### src/rv_mini_pkg.sv
// rv_mini shared definitions
// widths, opcodes and core states

package rv_mini_pkg;

    // ----------------------------------------
    // sizes
    // ----------------------------------------
    localparam int xlen      = 32;
    localparam int mem_words = 1024;
    localparam int mem_aw    = $clog2(mem_words);

    // ----------------------------------------
    // rv32 major opcodes
    // ----------------------------------------
    localparam logic [6:0] opc_op     = 7'b0110011;
    localparam logic [6:0] opc_op_imm = 7'b0010011;
    localparam logic [6:0] opc_lui    = 7'b0110111;
    localparam logic [6:0] opc_load   = 7'b0000011;
    localparam logic [6:0] opc_store  = 7'b0100011;
    localparam logic [6:0] opc_branch = 7'b1100011;
    localparam logic [6:0] opc_system = 7'b1110011;

    // funct fields of the supported subset
    localparam logic [2:0] funct3_add_sub = 3'b000;
    localparam logic [2:0] funct3_bne     = 3'b001;
    // lw and sw take whole words only
    localparam logic [2:0] funct3_word    = 3'b010;
    localparam logic [6:0] funct7_add     = 7'b0000000;
    localparam logic [6:0] funct7_sub     = 7'b0100000;

    // full encoding of ebreak
    localparam logic [xlen-1:0] instr_ebreak = 32'h0010_0073;

    // ----------------------------------------
    // core sequencer
    // ----------------------------------------
    typedef enum logic [2:0] {
        state_reset,
        state_fetch,
        state_fetch_wait,
        state_execute,
        state_mem,
        state_mem_wait,
        state_halt
    } core_state_t;

endpackage
### src/rv_mini_mem_arbiter.sv
// rv_mini memory arbiter
// host, then data, then instruction fetch

`timescale 1ns/10ps

module rv_mini_mem_arbiter (
    input  logic                           clk,
    input  logic                           rst_n,
    input  logic                           run,
    input  logic                           instr_req,
    input  logic [rv_mini_pkg::xlen-1:0]   instr_addr,
    output logic                           instr_ack,
    output logic [rv_mini_pkg::xlen-1:0]   instr_data,
    input  logic                           data_req,
    input  logic                           data_wr_en,
    input  logic [rv_mini_pkg::xlen-1:0]   data_addr,
    input  logic [rv_mini_pkg::xlen-1:0]   data_wr_data,
    input  logic [3:0]                     data_wr_mask,
    output logic                           data_ack,
    output logic [rv_mini_pkg::xlen-1:0]   data_rd_data,
    input  logic                           host_en,
    input  logic                           host_wr_en,
    input  logic [rv_mini_pkg::mem_aw-1:0] host_addr,
    input  logic [rv_mini_pkg::xlen-1:0]   host_wr_data,
    output logic [rv_mini_pkg::xlen-1:0]   host_rd_data,
    output logic                           mem_en,
    output logic                           mem_wr_en,
    output logic [rv_mini_pkg::mem_aw-1:0] mem_addr,
    output logic [3:0]                     mem_wr_mask,
    output logic [rv_mini_pkg::xlen-1:0]   mem_wr_data,
    input  logic [rv_mini_pkg::xlen-1:0]   mem_rd_data
);

    import rv_mini_pkg::*;

    logic host_sel, data_sel, instr_sel;
    logic instr_gnt_q, data_gnt_q;
    logic busy;

    // no new core access while an ack is outstanding
    assign busy      = instr_gnt_q | data_gnt_q;
    assign host_sel  = host_en & ~run;
    assign data_sel  = data_req & ~busy & ~host_sel;
    assign instr_sel = instr_req & ~data_req & ~busy & ~host_sel;

    always_comb begin
        mem_en      = host_sel | data_sel | instr_sel;
        mem_wr_en   = 1'b0;
        mem_wr_mask = data_wr_mask;
        mem_wr_data = data_wr_data;
        // byte address to word address
        mem_addr    = instr_addr[mem_aw+1:2];
        if (host_sel) begin
            // host addresses are already word addresses
            mem_wr_en   = host_wr_en;
            mem_addr    = host_addr;
            mem_wr_mask = 4'hf;
            mem_wr_data = host_wr_data;
        end else if (data_sel) begin
            mem_wr_en = data_wr_en;
            mem_addr  = data_addr[mem_aw+1:2];
        end
    end

    always_ff @(posedge clk or negedge rst_n) begin
        if (!rst_n) begin
            instr_gnt_q <= 1'b0;
            data_gnt_q  <= 1'b0;
        end else begin
            instr_gnt_q <= instr_sel;
            data_gnt_q  <= data_sel;
        end
    end

    assign instr_ack    = instr_gnt_q;
    assign data_ack     = data_gnt_q;
    assign instr_data   = mem_rd_data;
    assign data_rd_data = mem_rd_data;
    assign host_rd_data = mem_rd_data;

    a_host_idle: assert property (@(posedge clk) disable iff (!rst_n)
        host_en |-> !run);
    a_one_ack: assert property (@(posedge clk) disable iff (!rst_n)
        $onehot0({instr_ack, data_ack}));

endmodule

### config.mk
export PLATFORM = sky130hd
export DESIGN_NAME = rv_mini_mem_arbiter
export DESIGN_NICKNAME = d
export VERILOG_FILES = /design/src/rv_mini_pkg.sv /design/src/rv_mini_mem_arbiter.sv
export SDC_FILE = /design/constraint.sdc
export NUM_CORES = 1
export LEC_CHECK = 0
export BUFFER_PORTS_ARGS = -buffer_cell sky130_fd_sc_hd__buf_2
export CAP_MARGIN = 20
export CORE_AREA = 2 2 129 131
export DETAILED_ROUTE_END_ITERATION = 8
export DIE_AREA = 0 0 131 133
export PLACE_DENSITY = 0.4
export SLEW_MARGIN = 40
export SYNTH_ARGS = -nofsm -noshare
export SYNTH_HDL_FRONTEND = slang
export SYNTH_SLANG_ARGS = --single-unit
export TNS_END_PERCENT = 30
### constraint.sdc
create_clock -name clk -period 2.25 [get_ports clk]
set_input_delay 0.675 -clock clk [delete_from_list [all_inputs] [get_ports clk]]
set_output_delay 0.675 -clock clk [all_outputs]
set_load 0.01 [all_outputs]
* Yosys cells after proc, flatten, opt, wreduce, memory -nomap -nowiden
Cells that the tools add are included.
Cells by class: bitwise logic cells 13, multiplexer cells 6
Operators with widths (number):
- $mux 32 | 1
- $mux 10 | 2
- $and 1x1->1 | 6
- $mux 4 | 1
- $not 1->1 | 4
- $or 1x1->1 | 3
- $mux 1 | 2
Word-level totals: bits in registers 2, output and inout port bits 146, bits of input ports 182, logic and storage cells 21

* Logic depth before layout (Yosys ltp)
depth after elaboration 6, mapped depth 6, mapped depth without buffers 3

* Least setup slack after synthesis
No wires, ideal clock.
path type input-to-output, from in host_en, to out mem_addr[5] (netlist bit), path slack 0.104 ns, cell stages on the path 5, data required time 1.575 ns, data arrival time 1.471 ns, buffers on the path 2, cells stage by stage nor2b_1 buf_6 buf_6 and2_1 a221o_1
On the way: longest elaborated chain between the ends 5
Ends and longest elaborated chain:
- start, declared | line rv_mini_mem_arbiter.sv:21 | input logic host_en,
- $and 1x1->1 * | line rv_mini_mem_arbiter.sv:42 | assign host_sel = host_en & ~run;
- $not 1->1 | line rv_mini_mem_arbiter.sv:43 | assign data_sel = data_req & ~busy & ~host_sel;
- $and 1x1->1 | line rv_mini_mem_arbiter.sv:43
- $mux 10 | line rv_mini_mem_arbiter.sv:59 | end else if (data_sel) begin
- $mux 10 * | line rv_mini_mem_arbiter.sv:53 | if (host_sel) begin
- end, declared | line rv_mini_mem_arbiter.sv:28 | output logic [rv_mini_pkg::mem_aw-1:0] mem_addr,
Every way passes the cells marked *; elsewhere a longest branch is shown, timed or not.

* Worst setup path after layout
from in host_en, to out mem_addr[2] (netlist bit)
Same word-level chain as after synthesis.

==> run summary <==
For the final routed database, the setup TNS stands at -0.253 ns. The maximum operating frequency came out at 437 MHz. For the pin with the worst max-slew slack, the measured transition is 0.346 ns. The multiplexer fraction of the synthesized cell area came out at 0.

The mean routed wirelength per cell is 10.0 um. The startpoint of the worst register-to-register path is data_ack$_DFF_PN0_. The floorplan step defined a core boundary enclosing 16,200 um2.

The placer's final routability congestion estimate is 0.719. The final number of max-transition violations came to 0. The number of iterations in the first detailed-routing pass is 3. The worst endpoint required time came out at 1.57 ns. The critical path in this run is classified as input port to output port.

Walking the worst path, the cells encountered are buf_6, nor2b_4, buf_12, and2_1, a221o_1, buf_2. Counting distinct cell types in the post-synthesis netlist gives 16. The violation count after the first detailed-routing iteration is 27.

The number of antenna violations at the first check in global routing came to 0. The total length of routed wires is 5.19 mm. The number of buffer cells added on primary ports came out at 155. The hold violation total from the final report is 0. The mapped netlist covers between 1000 and 1500 um2. The arrival time of data at the critical path endpoint came out at 1.61 ns. The fraction of power consumed by sequential logic is 0.060. The clock slew seen by the registers of the worst setup and hold paths came out at ~0.030 ns. The sum of buffers and inverters on the critical path came out at 3. TritonCTS built the clock tree. The final critical-path share of the clock period is 1.02.

The synthesized netlist net count is 419. The critical path's slowest cell is a221o_1. Of the total power, the clock network draws 0.398. The largest net degree at the start of global routing is 22.

The number of remaining DRC errors is 0. The yosys synthesis warning count came out at 0. In this design, the stage delay of the slowest critical-path cell is 0.26 ns.

The synthesized area divided by synthesized cell count came out at just over 6 um2. The complex-gate fraction of the synthesized area was 0.0890. The number of buffers on the longest clock path came out at 2. The number of instances in the synthesized netlist came out at 237. The floorplan step defined a die boundary enclosing 17,400 um2.

The clock reaches the later pin of the worst-skew pair after 0.22 ns. In the synthesized netlist, the cells that appear most often are buf_4, nand2_1, a221o_1, and2_1, nand2b_1. TritonCTS created 3 clock buffers. The detail route stage leaves a number of antenna-violating nets equal to 0. The leading area contributor after synthesis is buf_4.

Overall power consumption after layout is estimated at 0.000675 W. In this run the static leakage power is 1.12 nW. The post-synthesis xor/xnor area fraction is 0. The total clock sinks came out at 2.

328 I/O pins were placed. The share of post-route cells with drive strength above 1 came out at 0.579. The power per standard cell area came out at 351 nW/um2. The worst hold path belongs to the class input port to asynchronous set/reset pin. The number of antenna repair diodes is 0. The relative slew slack is 0.769.

The largest voltage drop on the vdd net came out at 0.250 mV. The final worst-path setup slack is -0.0370 ns. The overall global routing resource usage came out at 0.0539. The number of global-route vias before repair is approximately 1,400. Sorting the synthesized cells by area gives the leading types as buf_4, nand2_1, a221o_1, and2_1, dfrtp_1. The sum of net half-perimeters after detailed placement came out at 4.29 mm. The logic depth of the worst register-to-register path is 3.

The worst setup path is captured at an output port. The flop-to-flop setup slack is roughly 1.1 ns. The flow ran to the end, but the final reports show violations. The width of the die came out at 131 um. Summing over every cut layer, the via total after detailed routing is 1,488.

Global routing finished with a remaining overflow of 0. At the end of the flow, the number of nets in the layout was roughly 480. Max-cap violations in this run came to 0. The share of the Yosys chip area taken by registers is 0.0342. The floorplan has 47 rows.

The first-pass GRT wire length is 7.38 mm. The fraction of registers with async set or reset after synthesis came out at 1.00. The number of synthesized register bits came out at 2.

The starting density of the core is 0.0904. The switching power total is approximately 0.00022 W. The post-synthesis share of cell area spent on and, or, nand and nor gates came out at 0.336. Broken down by cell family, the worst path's largest delay share belongs to buffers and inverters. In this run the vertical extent of the chip is 133 um. Using the TritonRoute via totals, the vias-per-cell ratio works out to 2.88. The logic gate share of total power is 0.542. Setup repair after global routing could not meet its margin everywhere. Of the post-synthesis cell area, the dominant cell type holds 0.498. Of the total power, the share spent switching nets is 0.329.

Setup violations remaining at the end of the flow were counted as 10. After synthesis, the largest family of logic cells by area is buffers and inverters. The maximum fanout count along the critical path came out at 13. The H-tree depth reported by CTS came out at 1.

Internal power comes to ~0.00045 W. The hold-fix buffer count after cts is 0. STA classifies the critical path startpoint as an input port. For the final database, setup skew stands at 0.00132 ns. The growth of design area from synthesis to finish came out at 31.4%.

For the finished layout, the period the worst path requires is 2.29 ns. The checks that failed: negative setup slack. The tree is rooted in a clkbuf_16. In this run the critical register-to-register path is captured at data_ack$_DFF_PN0_. For this run, the leading register cell type out of synthesis is dfrtp_1. The fraction of the mapped netlist area in adder cells is 0. The number of flops mapped to enable cells by yosys is 0.
[cells by family after synthesis]
family,count (synthesis)
AO/OA/AOI/OAI,13
buffers and inverters,106
flip-flops,2
AND/OR/NAND/NOR,116
[layer usage]
layer / wire, um / GRT usage / up-vias
met1: 2060 / 0.0581 / 614
met3: 425 / 0.00890 / 25
met2: 2520 / 0.0961 / 83
met4: 193 / 0.0337 / 0
met5: 0 / 0 / -
li1: - / - / 766
[worst max path at each step]
stage                  startpoint     endpoint  slack [ns]  cells past startpoint
2_1_floorplan             host_en  mem_addr[5]        0.10                      5
3_3_place_gp                  run  mem_addr[2]       -0.10                      5
3_5_place_dp                  run  mem_addr[2]       -0.09                      5
4_1_cts                   host_en  mem_addr[2]       -0.07                      6
5_1_grt        data_ack$_DFF_PN0_  mem_addr[2]       -0.09                      4
6_report                  host_en  mem_addr[2]       -0.04                      6
[cell usage in the layout (no fill, tap or decap), drive strengths merged]
cell type,instances
a221o,10
o21ai,1
and3,2
nor2,1
and2,10
nand2,97
clkbuf,3
and4b,1
dfrtp,2
a21oi,1
a22o,1
nand2b,5
nor2b,1
buf,162
[through the flow]
stage / cell area (um2) / worst slack (ns) / cells / util / hold slack, ns
2_1_floorplan: 1460 / 0.104 / 237 / - / 0.379
3_3_place_gp: 1800 / -0.103 / 512 / 0.111 / 0.465
3_5_place_dp: 1800 / -0.0933 / 512 / 0.111 / 0.463
4_1_cts: 1900 / -0.0669 / 517 / 0.118 / 0.231
5_1_grt: 1920 / -0.0857 / 517 / 0.119 / 0.231
6_report: 1920 / -0.0370 / 517 / 0.119 / 0.236
[power by group through the flow]
stage / registers (W) / logic (W) / clock network [W]
floorplan: 0.0000421 / 0.000340 / 0
global placement: 0.0000407 / 0.000359 / 0
detailed placement: 0.0000407 / 0.000359 / 0
CTS: 0.0000404 / 0.000369 / 0.000275
global route: 0.0000408 / 0.000409 / 0.000276
finish: 0.0000404 / 0.000366 / 0.000268
[registers in the layout, summed over array words and instances (netlist names)]
register / cells
instr_ack: 1
data_ack: 1
[timing repair]
action | in CTS | in global routing
hold endpoints to repair | 0 | 0
pin swaps | 1 | 0
setup buffers | 1 | 0
setup endpoints to repair | 11 | 31
gates cloned | 1 | 0
resized for setup | 3 | 5
[layout make-up]
cell class / count / area [um2]
fill: 1890 / 14300
timing repair buffer: 162 / 870
multi-input combinational: 130 / 651
tap: 220 / 275
clock buffer: 3 / 75.1
sequential: 2 / 50.0
(Power assumes the default switching activity.)
