File: src/rv_mini_pkg.sv
// rv_mini shared definitions
// widths, opcodes and core states

package rv_mini_pkg;

    // ----------------------------------------
    // sizes
    // ----------------------------------------
    localparam int xlen      = 32;
    localparam int mem_words = 1024;
    localparam int mem_aw    = $clog2(mem_words);

    // ----------------------------------------
    // rv32 major opcodes
    // ----------------------------------------
    localparam logic [6:0] opc_op     = 7'b0110011;
    localparam logic [6:0] opc_op_imm = 7'b0010011;
    localparam logic [6:0] opc_lui    = 7'b0110111;
    localparam logic [6:0] opc_load   = 7'b0000011;
    localparam logic [6:0] opc_store  = 7'b0100011;
    localparam logic [6:0] opc_branch = 7'b1100011;
    localparam logic [6:0] opc_system = 7'b1110011;

    // funct fields of the supported subset
    localparam logic [2:0] funct3_add_sub = 3'b000;
    localparam logic [2:0] funct3_bne     = 3'b001;
    // lw and sw take whole words only
    localparam logic [2:0] funct3_word    = 3'b010;
    localparam logic [6:0] funct7_add     = 7'b0000000;
    localparam logic [6:0] funct7_sub     = 7'b0100000;

    // full encoding of ebreak
    localparam logic [xlen-1:0] instr_ebreak = 32'h0010_0073;

    // ----------------------------------------
    // core sequencer
    // ----------------------------------------
    typedef enum logic [2:0] {
        state_reset,
        state_fetch,
        state_fetch_wait,
        state_execute,
        state_mem,
        state_mem_wait,
        state_halt
    } core_state_t;

endpackage
File: src/rv_mini_core.sv
// rv_mini multi-cycle core

`timescale 1ns/10ps

module rv_mini_core (
    input  logic                         clk,
    input  logic                         rst_n,
    input  logic                         run,
    output logic                         instr_req,
    output logic [rv_mini_pkg::xlen-1:0] instr_addr,
    input  logic                         instr_ack,
    input  logic [rv_mini_pkg::xlen-1:0] instr_data,
    output logic                         data_req,
    output logic                         data_wr_en,
    output logic [rv_mini_pkg::xlen-1:0] data_addr,
    output logic [rv_mini_pkg::xlen-1:0] data_wr_data,
    output logic [3:0]                   data_wr_mask,
    input  logic                         data_ack,
    input  logic [rv_mini_pkg::xlen-1:0] data_rd_data,
    output logic                         halted,
    output logic                         trap
);

    import rv_mini_pkg::*;

    core_state_t     state;
    logic [xlen-1:0] pc;
    logic [xlen-1:0] instr_q;

    // instruction fields
    logic [6:0]      opcode;
    logic [2:0]      funct3;
    logic [6:0]      funct7;
    logic [xlen-1:0] imm_i, imm_s, imm_b, imm_u;
    logic [xlen-1:0] rs1_data, rs2_data;

    // decode results
    logic            wb_en;
    logic [xlen-1:0] wb_data;
    logic            is_load, is_store, is_ebreak, illegal;
    logic [xlen-1:0] next_pc;
    logic            rd_wr_en;
    logic [xlen-1:0] rd_data;

    assign opcode = instr_q[6:0];
    assign funct3 = instr_q[14:12];
    assign funct7 = instr_q[31:25];
    assign imm_i  = {{20{instr_q[31]}}, instr_q[31:20]};
    assign imm_s  = {{20{instr_q[31]}}, instr_q[31:25], instr_q[11:7]};
    assign imm_b  = {{19{instr_q[31]}}, instr_q[31], instr_q[7], instr_q[30:25],
                     instr_q[11:8], 1'b0};
    assign imm_u  = {instr_q[31:12], 12'b0};

    rv_mini_regfile u_regfile (
        .clk     (clk),
        .rst_n   (rst_n),
        .rs1_addr(instr_q[19:15]),
        .rs2_addr(instr_q[24:20]),
        .rs1_data(rs1_data),
        .rs2_data(rs2_data),
        .rd_wr_en(rd_wr_en),
        .rd_addr (instr_q[11:7]),
        .rd_data (rd_data)
    );

    // ----------------------------------------
    // decode and execute
    // ----------------------------------------
    always_comb begin
        wb_en     = 1'b0;
        wb_data   = rs1_data + rs2_data;
        is_load   = 1'b0;
        is_store  = 1'b0;
        is_ebreak = 1'b0;
        illegal   = 1'b0;
        next_pc   = pc + 32'd4;
        case (opcode)
            opc_op: begin
                wb_en = 1'b1;
                if (funct3 != funct3_add_sub) illegal = 1'b1;
                else if (funct7 == funct7_sub) wb_data = rs1_data - rs2_data;
                else if (funct7 != funct7_add) illegal = 1'b1;
            end
            opc_op_imm: begin
                wb_en   = 1'b1;
                wb_data = rs1_data + imm_i;
                illegal = (funct3 != funct3_add_sub);
            end
            opc_lui: begin
                wb_en   = 1'b1;
                wb_data = imm_u;
            end
            opc_load: begin
                is_load = 1'b1;
                illegal = (funct3 != funct3_word);
            end
            opc_store: begin
                is_store = 1'b1;
                illegal  = (funct3 != funct3_word);
            end
            opc_branch: begin
                illegal = (funct3 != funct3_bne);
                if (rs1_data != rs2_data) next_pc = pc + imm_b;
            end
            opc_system: begin
                is_ebreak = (instr_q == instr_ebreak);
                illegal   = !is_ebreak;
            end
            default: illegal = 1'b1;
        endcase
    end

    // alu results write in execute and loads on the data ack
    assign rd_wr_en = (state == state_execute && wb_en && !illegal)
                   || (state == state_mem_wait && data_ack && is_load);
    assign rd_data  = (state == state_mem_wait) ? data_rd_data : wb_data;

    // ----------------------------------------
    // sequencer
    // ----------------------------------------
    always_ff @(posedge clk or negedge rst_n) begin
        if (!rst_n) begin
            state <= state_reset;
            pc    <= '0;
            trap  <= 1'b0;
        end else begin
            case (state)
                state_reset: state <= state_fetch;
                // run only gates the start of a fetch
                state_fetch: if (run) state <= state_fetch_wait;
                state_fetch_wait: if (instr_ack) state <= state_execute;
                state_execute: begin
                    if (illegal) begin
                        trap  <= 1'b1;
                        state <= state_halt;
                    end else if (is_ebreak) begin
                        state <= state_halt;
                    end else begin
                        pc    <= next_pc;
                        state <= (is_load || is_store) ? state_mem : state_fetch;
                    end
                end
                state_mem: state <= state_mem_wait;
                state_mem_wait: if (data_ack) state <= state_fetch;
                default: state <= state_halt;
            endcase
        end
    end

    always_ff @(posedge clk) begin
        if (state == state_fetch_wait && instr_ack) begin
            instr_q <= instr_data;
        end
    end

    assign instr_req    = (state == state_fetch && run) || state == state_fetch_wait;
    assign instr_addr   = pc;
    assign data_req     = (state == state_mem) || (state == state_mem_wait);
    assign data_wr_en   = data_req && is_store;
    assign data_addr    = rs1_data + (is_store ? imm_s : imm_i);
    assign data_wr_data = rs2_data;
    assign data_wr_mask = {4{data_wr_en}};
    assign halted       = (state == state_halt);

    // ----------------------------------------
    // checks
    // ----------------------------------------
    a_one_req: assert property (@(posedge clk) disable iff (!rst_n)
        !(instr_req && data_req));
    a_instr_hold: assert property (@(posedge clk) disable iff (!rst_n)
        instr_req && !instr_ack |=> instr_req && $stable(instr_addr));
    a_data_hold: assert property (@(posedge clk) disable iff (!rst_n)
        data_req && !data_ack |=> data_req && $stable(data_addr));
    a_halt_sticky: assert property (@(posedge clk) disable iff (!rst_n)
        state == state_halt |=> state == state_halt);

endmodule

File: src/rv_mini_regfile.sv
// rv_mini register file

`timescale 1ns/10ps

module rv_mini_regfile (
    input  logic                        clk,
    input  logic                        rst_n,
    input  logic [4:0]                  rs1_addr,
    input  logic [4:0]                  rs2_addr,
    output logic [rv_mini_pkg::xlen-1:0] rs1_data,
    output logic [rv_mini_pkg::xlen-1:0] rs2_data,
    input  logic                        rd_wr_en,
    input  logic [4:0]                  rd_addr,
    input  logic [rv_mini_pkg::xlen-1:0] rd_data
);

    import rv_mini_pkg::*;

    // x0 has no storage
    logic [xlen-1:0] regs [1:31];

    always_ff @(posedge clk or negedge rst_n) begin
        if (!rst_n) begin
            for (int i = 1; i < 32; i++) begin
                regs[i] <= '0;
            end
        end else if (rd_wr_en && rd_addr != 5'd0) begin
            regs[rd_addr] <= rd_data;
        end
    end

    // combinational reads with x0 tied to zero
    always_comb begin
        rs1_data = '0;
        rs2_data = '0;
        if (rs1_addr != 5'd0) begin
            rs1_data = regs[rs1_addr];
        end
        if (rs2_addr != 5'd0) begin
            rs2_data = regs[rs2_addr];
        end
    end

endmodule

File: config.mk
export PLATFORM = sky130hd
export DESIGN_NAME = rv_mini_core
export DESIGN_NICKNAME = d
export VERILOG_FILES = /design/src/rv_mini_pkg.sv /design/src/rv_mini_core.sv /design/src/rv_mini_regfile.sv
export SDC_FILE = /design/constraint.sdc
export NUM_CORES = 2
export LEC_CHECK = 0
export ABC_CLOCK_PERIOD_IN_PS = 10540
export BUFFER_PORTS_ARGS = -buffer_cell sky130_fd_sc_hd__buf_2
export CORE_MARGIN = 5
export CORE_UTILIZATION = 55
export CTS_BUF_LIST = sky130_fd_sc_hd__clkbuf_4 sky130_fd_sc_hd__clkbuf_8
export CTS_CLUSTER_SIZE = 40
export DETAILED_ROUTE_END_ITERATION = 10
export PLACE_DENSITY_LB_ADDON = 0.1
export SLEW_MARGIN = 25
export SYNTH_ARGS = -nofsm -noshare
export SYNTH_HDL_FRONTEND = slang
export SYNTH_SLANG_ARGS = --single-unit
export TNS_END_PERCENT = 100
File: constraint.sdc
create_clock -name clk -period 10.54 [get_ports clk]
set_clock_uncertainty 0.05 [all_clocks]
set_input_delay 0.527 -clock clk [delete_from_list [all_inputs] [get_ports clk]]
set_output_delay 0.527 -clock clk [all_outputs]
set_load 0.02 [all_outputs]
# After elaboration in Yosys (flattened, before gate mapping)
# Index checks and enable logic that the tools add are counted.
[totals]
ff_bits = 1060
output_inout_bits = 105
word_cells = 130
in_bits = 69
[classes]
n_bitwise = 5
addsub = 6
n_lt_le_gt_ge = 4
eq_ne = 21
reduce_logical = 26
mux = 33
[op_table]
columns = ["cell", "count"]
rows = [
  ["$bwmux W992", 1],
  ["$mux W32", 12],
  ["$bmux W32 S5", 2],
  ["$demux W32 S5", 1],
  ["$add A32 B32 Y32", 4],
  ["$pmux W32 S3", 1],
  ["$add A32 B3 Y32 const B", 1],
  ["$eq A32 B21 Y1 const B", 1],
  ["$ne A32 B32 Y1", 1],
  ["$sub A32 B32 Y32", 1],
  ["$eq A7 B6 Y1 const B", 4],
  ["$ge A6 B6 Y1 const B", 3],
  ["$mux W3", 6],
  ["$not A5 Y6", 3],
  ["$pmux W3 S6", 1],
  ["$reduce_bool A5 Y1", 3],
  ["$eq A7 B7 Y1 const B", 2],
  ["$eq A3 B3 Y1 const B", 3],
  ["$logic_and A1 B1 Y1", 9],
  ["$eq A7 B2 Y1 const B", 1],
  ["$eq A7 B5 Y1 const B", 1],
  ["$mux W1", 7],
  ["$reduce_bool A7 Y1", 1],
  ["$eq A3 B2 Y1 const B", 2],
  ["16 further kinds", 24],
]

# Longest topological paths before layout
[logic_depth]
ltp_word = 11
depth_mapped = 29
ltp_nobuf = 21

# Modules after synthesis
# Synthesis repeated with hierarchy kept, for this count alone.
[hier_totals]
hier_cells = 5736
area_unflattened_um2 = 65365.2
[modules_own_cells]
columns = ["module", "n_inst", "cells_per_inst", "seq_area_each_um2", "area_per_inst_um2"]
rows = [
  ["rv_mini_regfile", 1, 4066, 24823.8, 53385.0],
  ["rv_mini_core", 1, 1670, 1836.8, 11980.2],
]

# Worst setup path after synthesis
# No wires, ideal clock.
[synth_timing]
path_type = "flip-flop to flip-flop"
startpoint = "register instr_q[20]"
endpoint = "register u_regfile.regs[447] (netlist bit)"
setup_slack_ns = 2.856
n_path_buf = 9
path_stages_with_launch = 29
required_time_ns = 10.412
t_arrival_ns = 7.556
setup_time_ns = 0.078
synth_period_minus_slack_ns = 7.684
cell_sequence = "edfxtp_1 > buf_4 > buf_4 > buf_4 > buf_6 > buf_6 > clkbuf_1 > clkbuf_1 > clkbuf_1 > mux2i_1 > o21ai_0 > mux4_2 > a32oi_1 > inv_1 > ha_1 > nor2b_1 > o311ai_1 > a21oi_1 > o31a_1 > o41a_1 > a311o_2 > a311oi_1 > o21ai_0 > xnor2_1 > o21ai_1 > nor3_1 > o32a_1 > buf_2 > o21ai_1"
[synth_via]
elab_chain_len = 11
elab_cells_between_ends = 21
cone_classes = "3 x add/sub; 1 x eq/ne; 10 x mux; 1 x bitwise; 6 x reduce/logical"
[synth_rtl]
columns = ["item", "line", "text"]
rows = [
  ["start: declaration", "rv_mini_core.sv:28", "logic [xlen-1:0] instr_q;"],
  ["start signal: assignment", "rv_mini_core.sv:152", "instr_q <= instr_data;"],
  ["$not A5 Y6 (implied by the code)", "rv_mini_regfile.sv:40", "rs2_data = regs[rs2_addr];"],
  ["$bmux W32 S5", "rv_mini_regfile.sv:40", ""],
  ["$mux W32 (implied by the code) (2 in series)", "rv_mini_regfile.sv:40", ""],
  ["$mux W32 *", "rv_mini_regfile.sv:39", "if (rs2_addr != 5'd0) begin"],
  ["via data_wr_data (one bit)", "rv_mini_core.sv:16", "output logic [rv_mini_pkg::xlen-1:0] data_wr_data,"],
  ["$add A32 B32 Y32 / $sub A32 B32 Y32 (equally long branches)", "rv_mini_core.sv:71, rv_mini_core.sv:81", ""],
  ["$mux W32", "rv_mini_core.sv:81", "else if (funct7 == funct7_sub) wb_data = rs1_data - rs2_data;"],
  ["$mux W32", "rv_mini_core.sv:80", "if (funct3 != funct3_add_sub) illegal = 1'b1;"],
  ["$pmux W32 S3 *", "rv_mini_core.sv:77", "case (opcode)"],
  ["$mux W32 *", "rv_mini_core.sv:116", "assign rd_data = (state == state_mem_wait) ? data_rd_data : wb_data;"],
  ["$bwmux W992 *", "rv_mini_regfile.sv:28", "regs[rd_addr] <= rd_data;"],
  ["end signal: indexed assignment", "rv_mini_regfile.sv:28", ""],
  ["end: declaration", "rv_mini_regfile.sv:20", "logic [xlen-1:0] regs [1:31];"],
]
# The timed path passes the listed nets; every way through them passes the cells marked *. The select of a mux whose other input is x is not followed.
# A chain may end at the register's enable or synchronous reset.

# Final worst setup path
[layout_timing]
startpoint = "register instr_q[16]"
endpoint = "output data_addr[31] (netlist bit)"
[layout_via]
elab_chain_len = 6
elab_cells_between_ends = 7
cone_classes = "1 x add/sub; 4 x mux; 1 x bitwise; 1 x reduce/logical"
[layout_rtl]
columns = ["item", "line", "text"]
rows = [
  ["$not A5 Y6 (implied by the code)", "rv_mini_regfile.sv:37", "rs1_data = regs[rs1_addr];"],
  ["$bmux W32 S5", "rv_mini_regfile.sv:37", ""],
  ["$mux W32 (implied by the code) (2 in series)", "rv_mini_regfile.sv:37", ""],
  ["$mux W32 *", "rv_mini_regfile.sv:36", "if (rs1_addr != 5'd0) begin"],
  ["$add A32 B32 Y32 *", "rv_mini_core.sv:160", "assign data_addr = rs1_data + (is_store ? imm_s : imm_i);"],
  ["end: declaration", "rv_mini_core.sv:15", "output logic [rv_mini_pkg::xlen-1:0] data_addr,"],
]
# Mark *: on every way between the ends. The rest lies on a longest branch, timed or not. The select of a mux whose other input is x is not followed.

==> flow_summary_export.csv <==
group,metric,value,unit
clock_network,clkLatencyLatePin,0.89,ns
setup_path,crit_buf_inv,3,
clock_network,clock_sinks,1059,
finish,drive_above_1_share,20.8,%
synth,ys_ff_latch,1059,
synth,synth-edff-count,32,
floorplan,fp.dieW,349,um
pwr,leakage,30.4,nW
setup_path,crit_slowest_cell,"nor2b_4",
setup_path,critPathKind,"reg2out",
clock_network,cts_buffer_depth,3,
pwr,p_per_area,149,nW/um2
synth,ys_seq_area_share,42.1,%
synth,synth-async-reset-ratio,97.0,%
finish,multi_input_comb_area,34500,um2
synth,synth_common_cells,"1,230 x nand2_1, 1,027 x dfrtp_1, 852 x o21ai_0",
outcome,status,"finished, final reports clean",
pwr,vdd_drop_max,0.115,mV
clock_network,ctsResizeCount,0,
grt,first_global_vias,50600,
clock_network,cts_max_level,4,
floorplan,core,114000,um2
setup_path,startpoint,"instr_q[16]",
setup_path,path_max_fanout,19,
grt,grt_pass1_wl,341,mm
drt,via_per_inst,6.66,
timing,rsz0062_at_grt,"no",
grt,grt_use_total,37.5,%
synth,synth_top_area_cell,"dfrtp_1",
hold_path,min-delay-start,"data_rd_data[3]",
synth,syn-num-nets,6460,
placement,dp.cells,7540,
drt,drtIter0Drc,6059,
finish,register_area,26700,um2
clock_network,cts_made_buffers,181,
setup_path,endpoint_kind,"primary output",
clock_network,cts_tree,"built",
grt,antenna_found_initial,6,
pwr,total_power,10.4,mW
timing,holdWs,0.209,ns
finish,finalNonFillerCells,7915,
synth,yosys-top-cells-area,"dfrtp_1 41%, mux4_2 17%, nand2_1 7.3%, o21ai_0 6.7%, clkbuf_1 2.5%",
placement,place_congestion,0.965,
setup_path,reg2reg_from,"instr_q[20]",
drt,vias,52700,
finish,nNetsFinal,6439,
clock_network,clk_pin_slew,0.07,ns
synth,ys_warn_count,0,
job,drv_cap,0,
timing,max_freq,0.122,GHz
setup_path,worstPathCellList,"buf_4 -> nor2b_4 -> a22o_1 -> mux4_2 -> nor2_1 -> nor2_1 -> buf_4 -> ha_1 -> a21o_1 -> maj3_2 -> maj3_1 -> a21oi_1 -> o21ai_1 -> a211oi_1 -> o21ai_1 -> a21o_1 -> a21oi_1 -> xnor2_1 -> buf_2",
placement,hpwl,145,mm
grt,grt_max_degree,182,
synth,synth_cell_types,115,
setup_path,critical_path.top_delay_family,"compound AO/OA/AOI/OAI gates",
setup_path,cp-start-kind,"flop",
drt,drtAntennaViolNets,0,
floorplan,die_h,349,um
floorplan,rows,124,
setup_path,crit_required,9.96,ns
drt,post_drt_wl_per_cell,29.3,um
timing,finalSetupTns,0,ns
timing,slew_headroom,20.4,%
clock_network,holdBufCountCts,36,
synth,avgSynthCellArea,10.1,um2
drt,drc,0,
drt,dr.pass1.iters,6,
timing,fin_crit_sh,77.8,%
finish,nFillCells,9526,
finish,area_delta_synth_final,10.5,%
clock_network,clock-root-buffer,"clkbuf_8",
timing,worst_pin_slew,1.19,ns
synth,synth_area,63400,um2
floorplan,die_area,122000,um2
timing,setup_violations,0,
synth,synth_top_cell_area_share,40.5,%
clock_network,postCtsSetupBuffers,0,
placement,numPortBuffers,172,
setup_path,slowest_delay,0.92,ns
timing,hold_viol,0,
timing,final-max-slew-violation-count,0,
setup_path,arrival,7.62,ns
floorplan,initial_utilization,55.4,%
drt,wl,232,mm
grt,overflow,0,
floorplan,ios,174,
timing,min_period,8.20,ns
hold_path,hold_class,"in2reg",
synth,synth_most_common_cell,"nand2_1",
synth,syn_inst,6274,
synth,synth_ff_type,"dfrtp_1",
per-stage QoR:
step           cell area (um2)  worst slack, ns  utilization, %
2_1_floorplan            63400             2.86               -
3_3_place_gp             65300             2.49            57.2
6_report                 70000             2.34            61.3
5_1_grt                  70000             2.17            61.2
4_1_cts                  69900             2.48            61.1
3_5_place_dp             65500             2.83            57.3
layer usage:
layer  part of all wire, %  global-route usage (%)  vias to the layer above  routed length [um]
li1                      -                       -                    22900                   -
met1                    40                    52.3                    26400               91900
met2                    45                    57.2                     2902              104000
met3                    11                    9.34                      540               25500
met4                   4.6                    15.1                        0               10600
met5                     0                       0                        -                   0
cells by family after synthesis:
logic type | after synthesis | synth area share [%]
buf+inv | 666 | 4.40
compound gates | 1795 | 16.6
mux | 676 | 20.5
other cells | 1 | 0.00592
xor+xnor | 129 | 1.83
fa+ha+maj | 129 | 2.57
simple gates | 1819 | 12.0
flops | 1059 | 42.1
cell usage in the layout (no fill, tap or decap), drive strengths merged, types with 17 or more instances in the layout:
| master | Yosys | final |
|---|---|---|
| a21o | 52 | 52 |
| dfrtp | 1027 | 1027 |
| a211oi | 17 | 17 |
| o21ai | 1095 | 1095 |
| o22ai | 41 | 41 |
| o21a | 17 | 17 |
| nand3 | 56 | 56 |
| mux2i | 139 | 139 |
| xnor2 | 86 | 86 |
| nor2 | 259 | 259 |
| o31ai | 82 | 82 |
| buf | 124 | 316 |
| nand2 | 1230 | 1230 |
| mux2 | 47 | 47 |
| nor3 | 60 | 60 |
| xor2 | 43 | 43 |
| clkbuf | 433 | 290 |
| ha | 112 | 112 |
| a221oi | 19 | 19 |
| a31oi | 27 | 27 |
| dlygate4sd3 | 0 | 36 |
| a22o | 26 | 26 |
| o21bai | 23 | 23 |
| nand4 | 33 | 33 |
| and3 | 26 | 26 |
| edfxtp | 32 | 32 |
| mux4 | 490 | 490 |
| nand2b | 31 | 31 |
| a21oi | 207 | 207 |
| inv | 106 | 115 |
| nor2b | 22 | 22 |
| clkinv | 3 | 28 |
| a22oi | 35 | 35 |
| or2 | 19 | 19 |
sequential cells by signal, summed over array words and instances (netlist names):
name            flops
u_regfile.regs    992
instr_addr         31
trap                1
state               3
instr_q            32
final cells by class:
cell class | instances | share of cell area (%)
Multi-Input combinational cell | 4549 | 49.2
Sequential cell | 1059 | 38.1
Clock buffer | 289 | 5.18
Timing Repair Buffer | 353 | 3.74
Tap cell | 1512 | 2.70
Inverter | 109 | 0.588
Clock inverter | 41 | 0.509
Antenna cell | 3 | 0.0107
where the power goes:
part           switching, mW  total, mW  internal, mW
Clock                   1.82       4.07          2.25
Combinational           1.56       2.19         0.628
Sequential            0.0579       4.18          4.13
Total                   3.44       10.4          7.00
worst min-delay path: stages:
cell	delay [ns]
buf_2	0.13
o21ai_4	0.22
o21ai_0	0.21
final timing paths:
path / depth (start not counted) / endpoint / slack, ns
min: 3 / u_regfile.regs[355] / 0.21
min reg2reg: 1 / instr_addr[31] / 0.43
max reg2reg: 19 / u_regfile.regs[508] / 2.54
max in group asynchronous: 4 / instr_addr[20] / 7.81
min in group asynchronous: 2 / u_regfile.regs[410] / 0.27
max: 19 / data_addr[31] / 2.34
(Power assumes the default switching activity.)
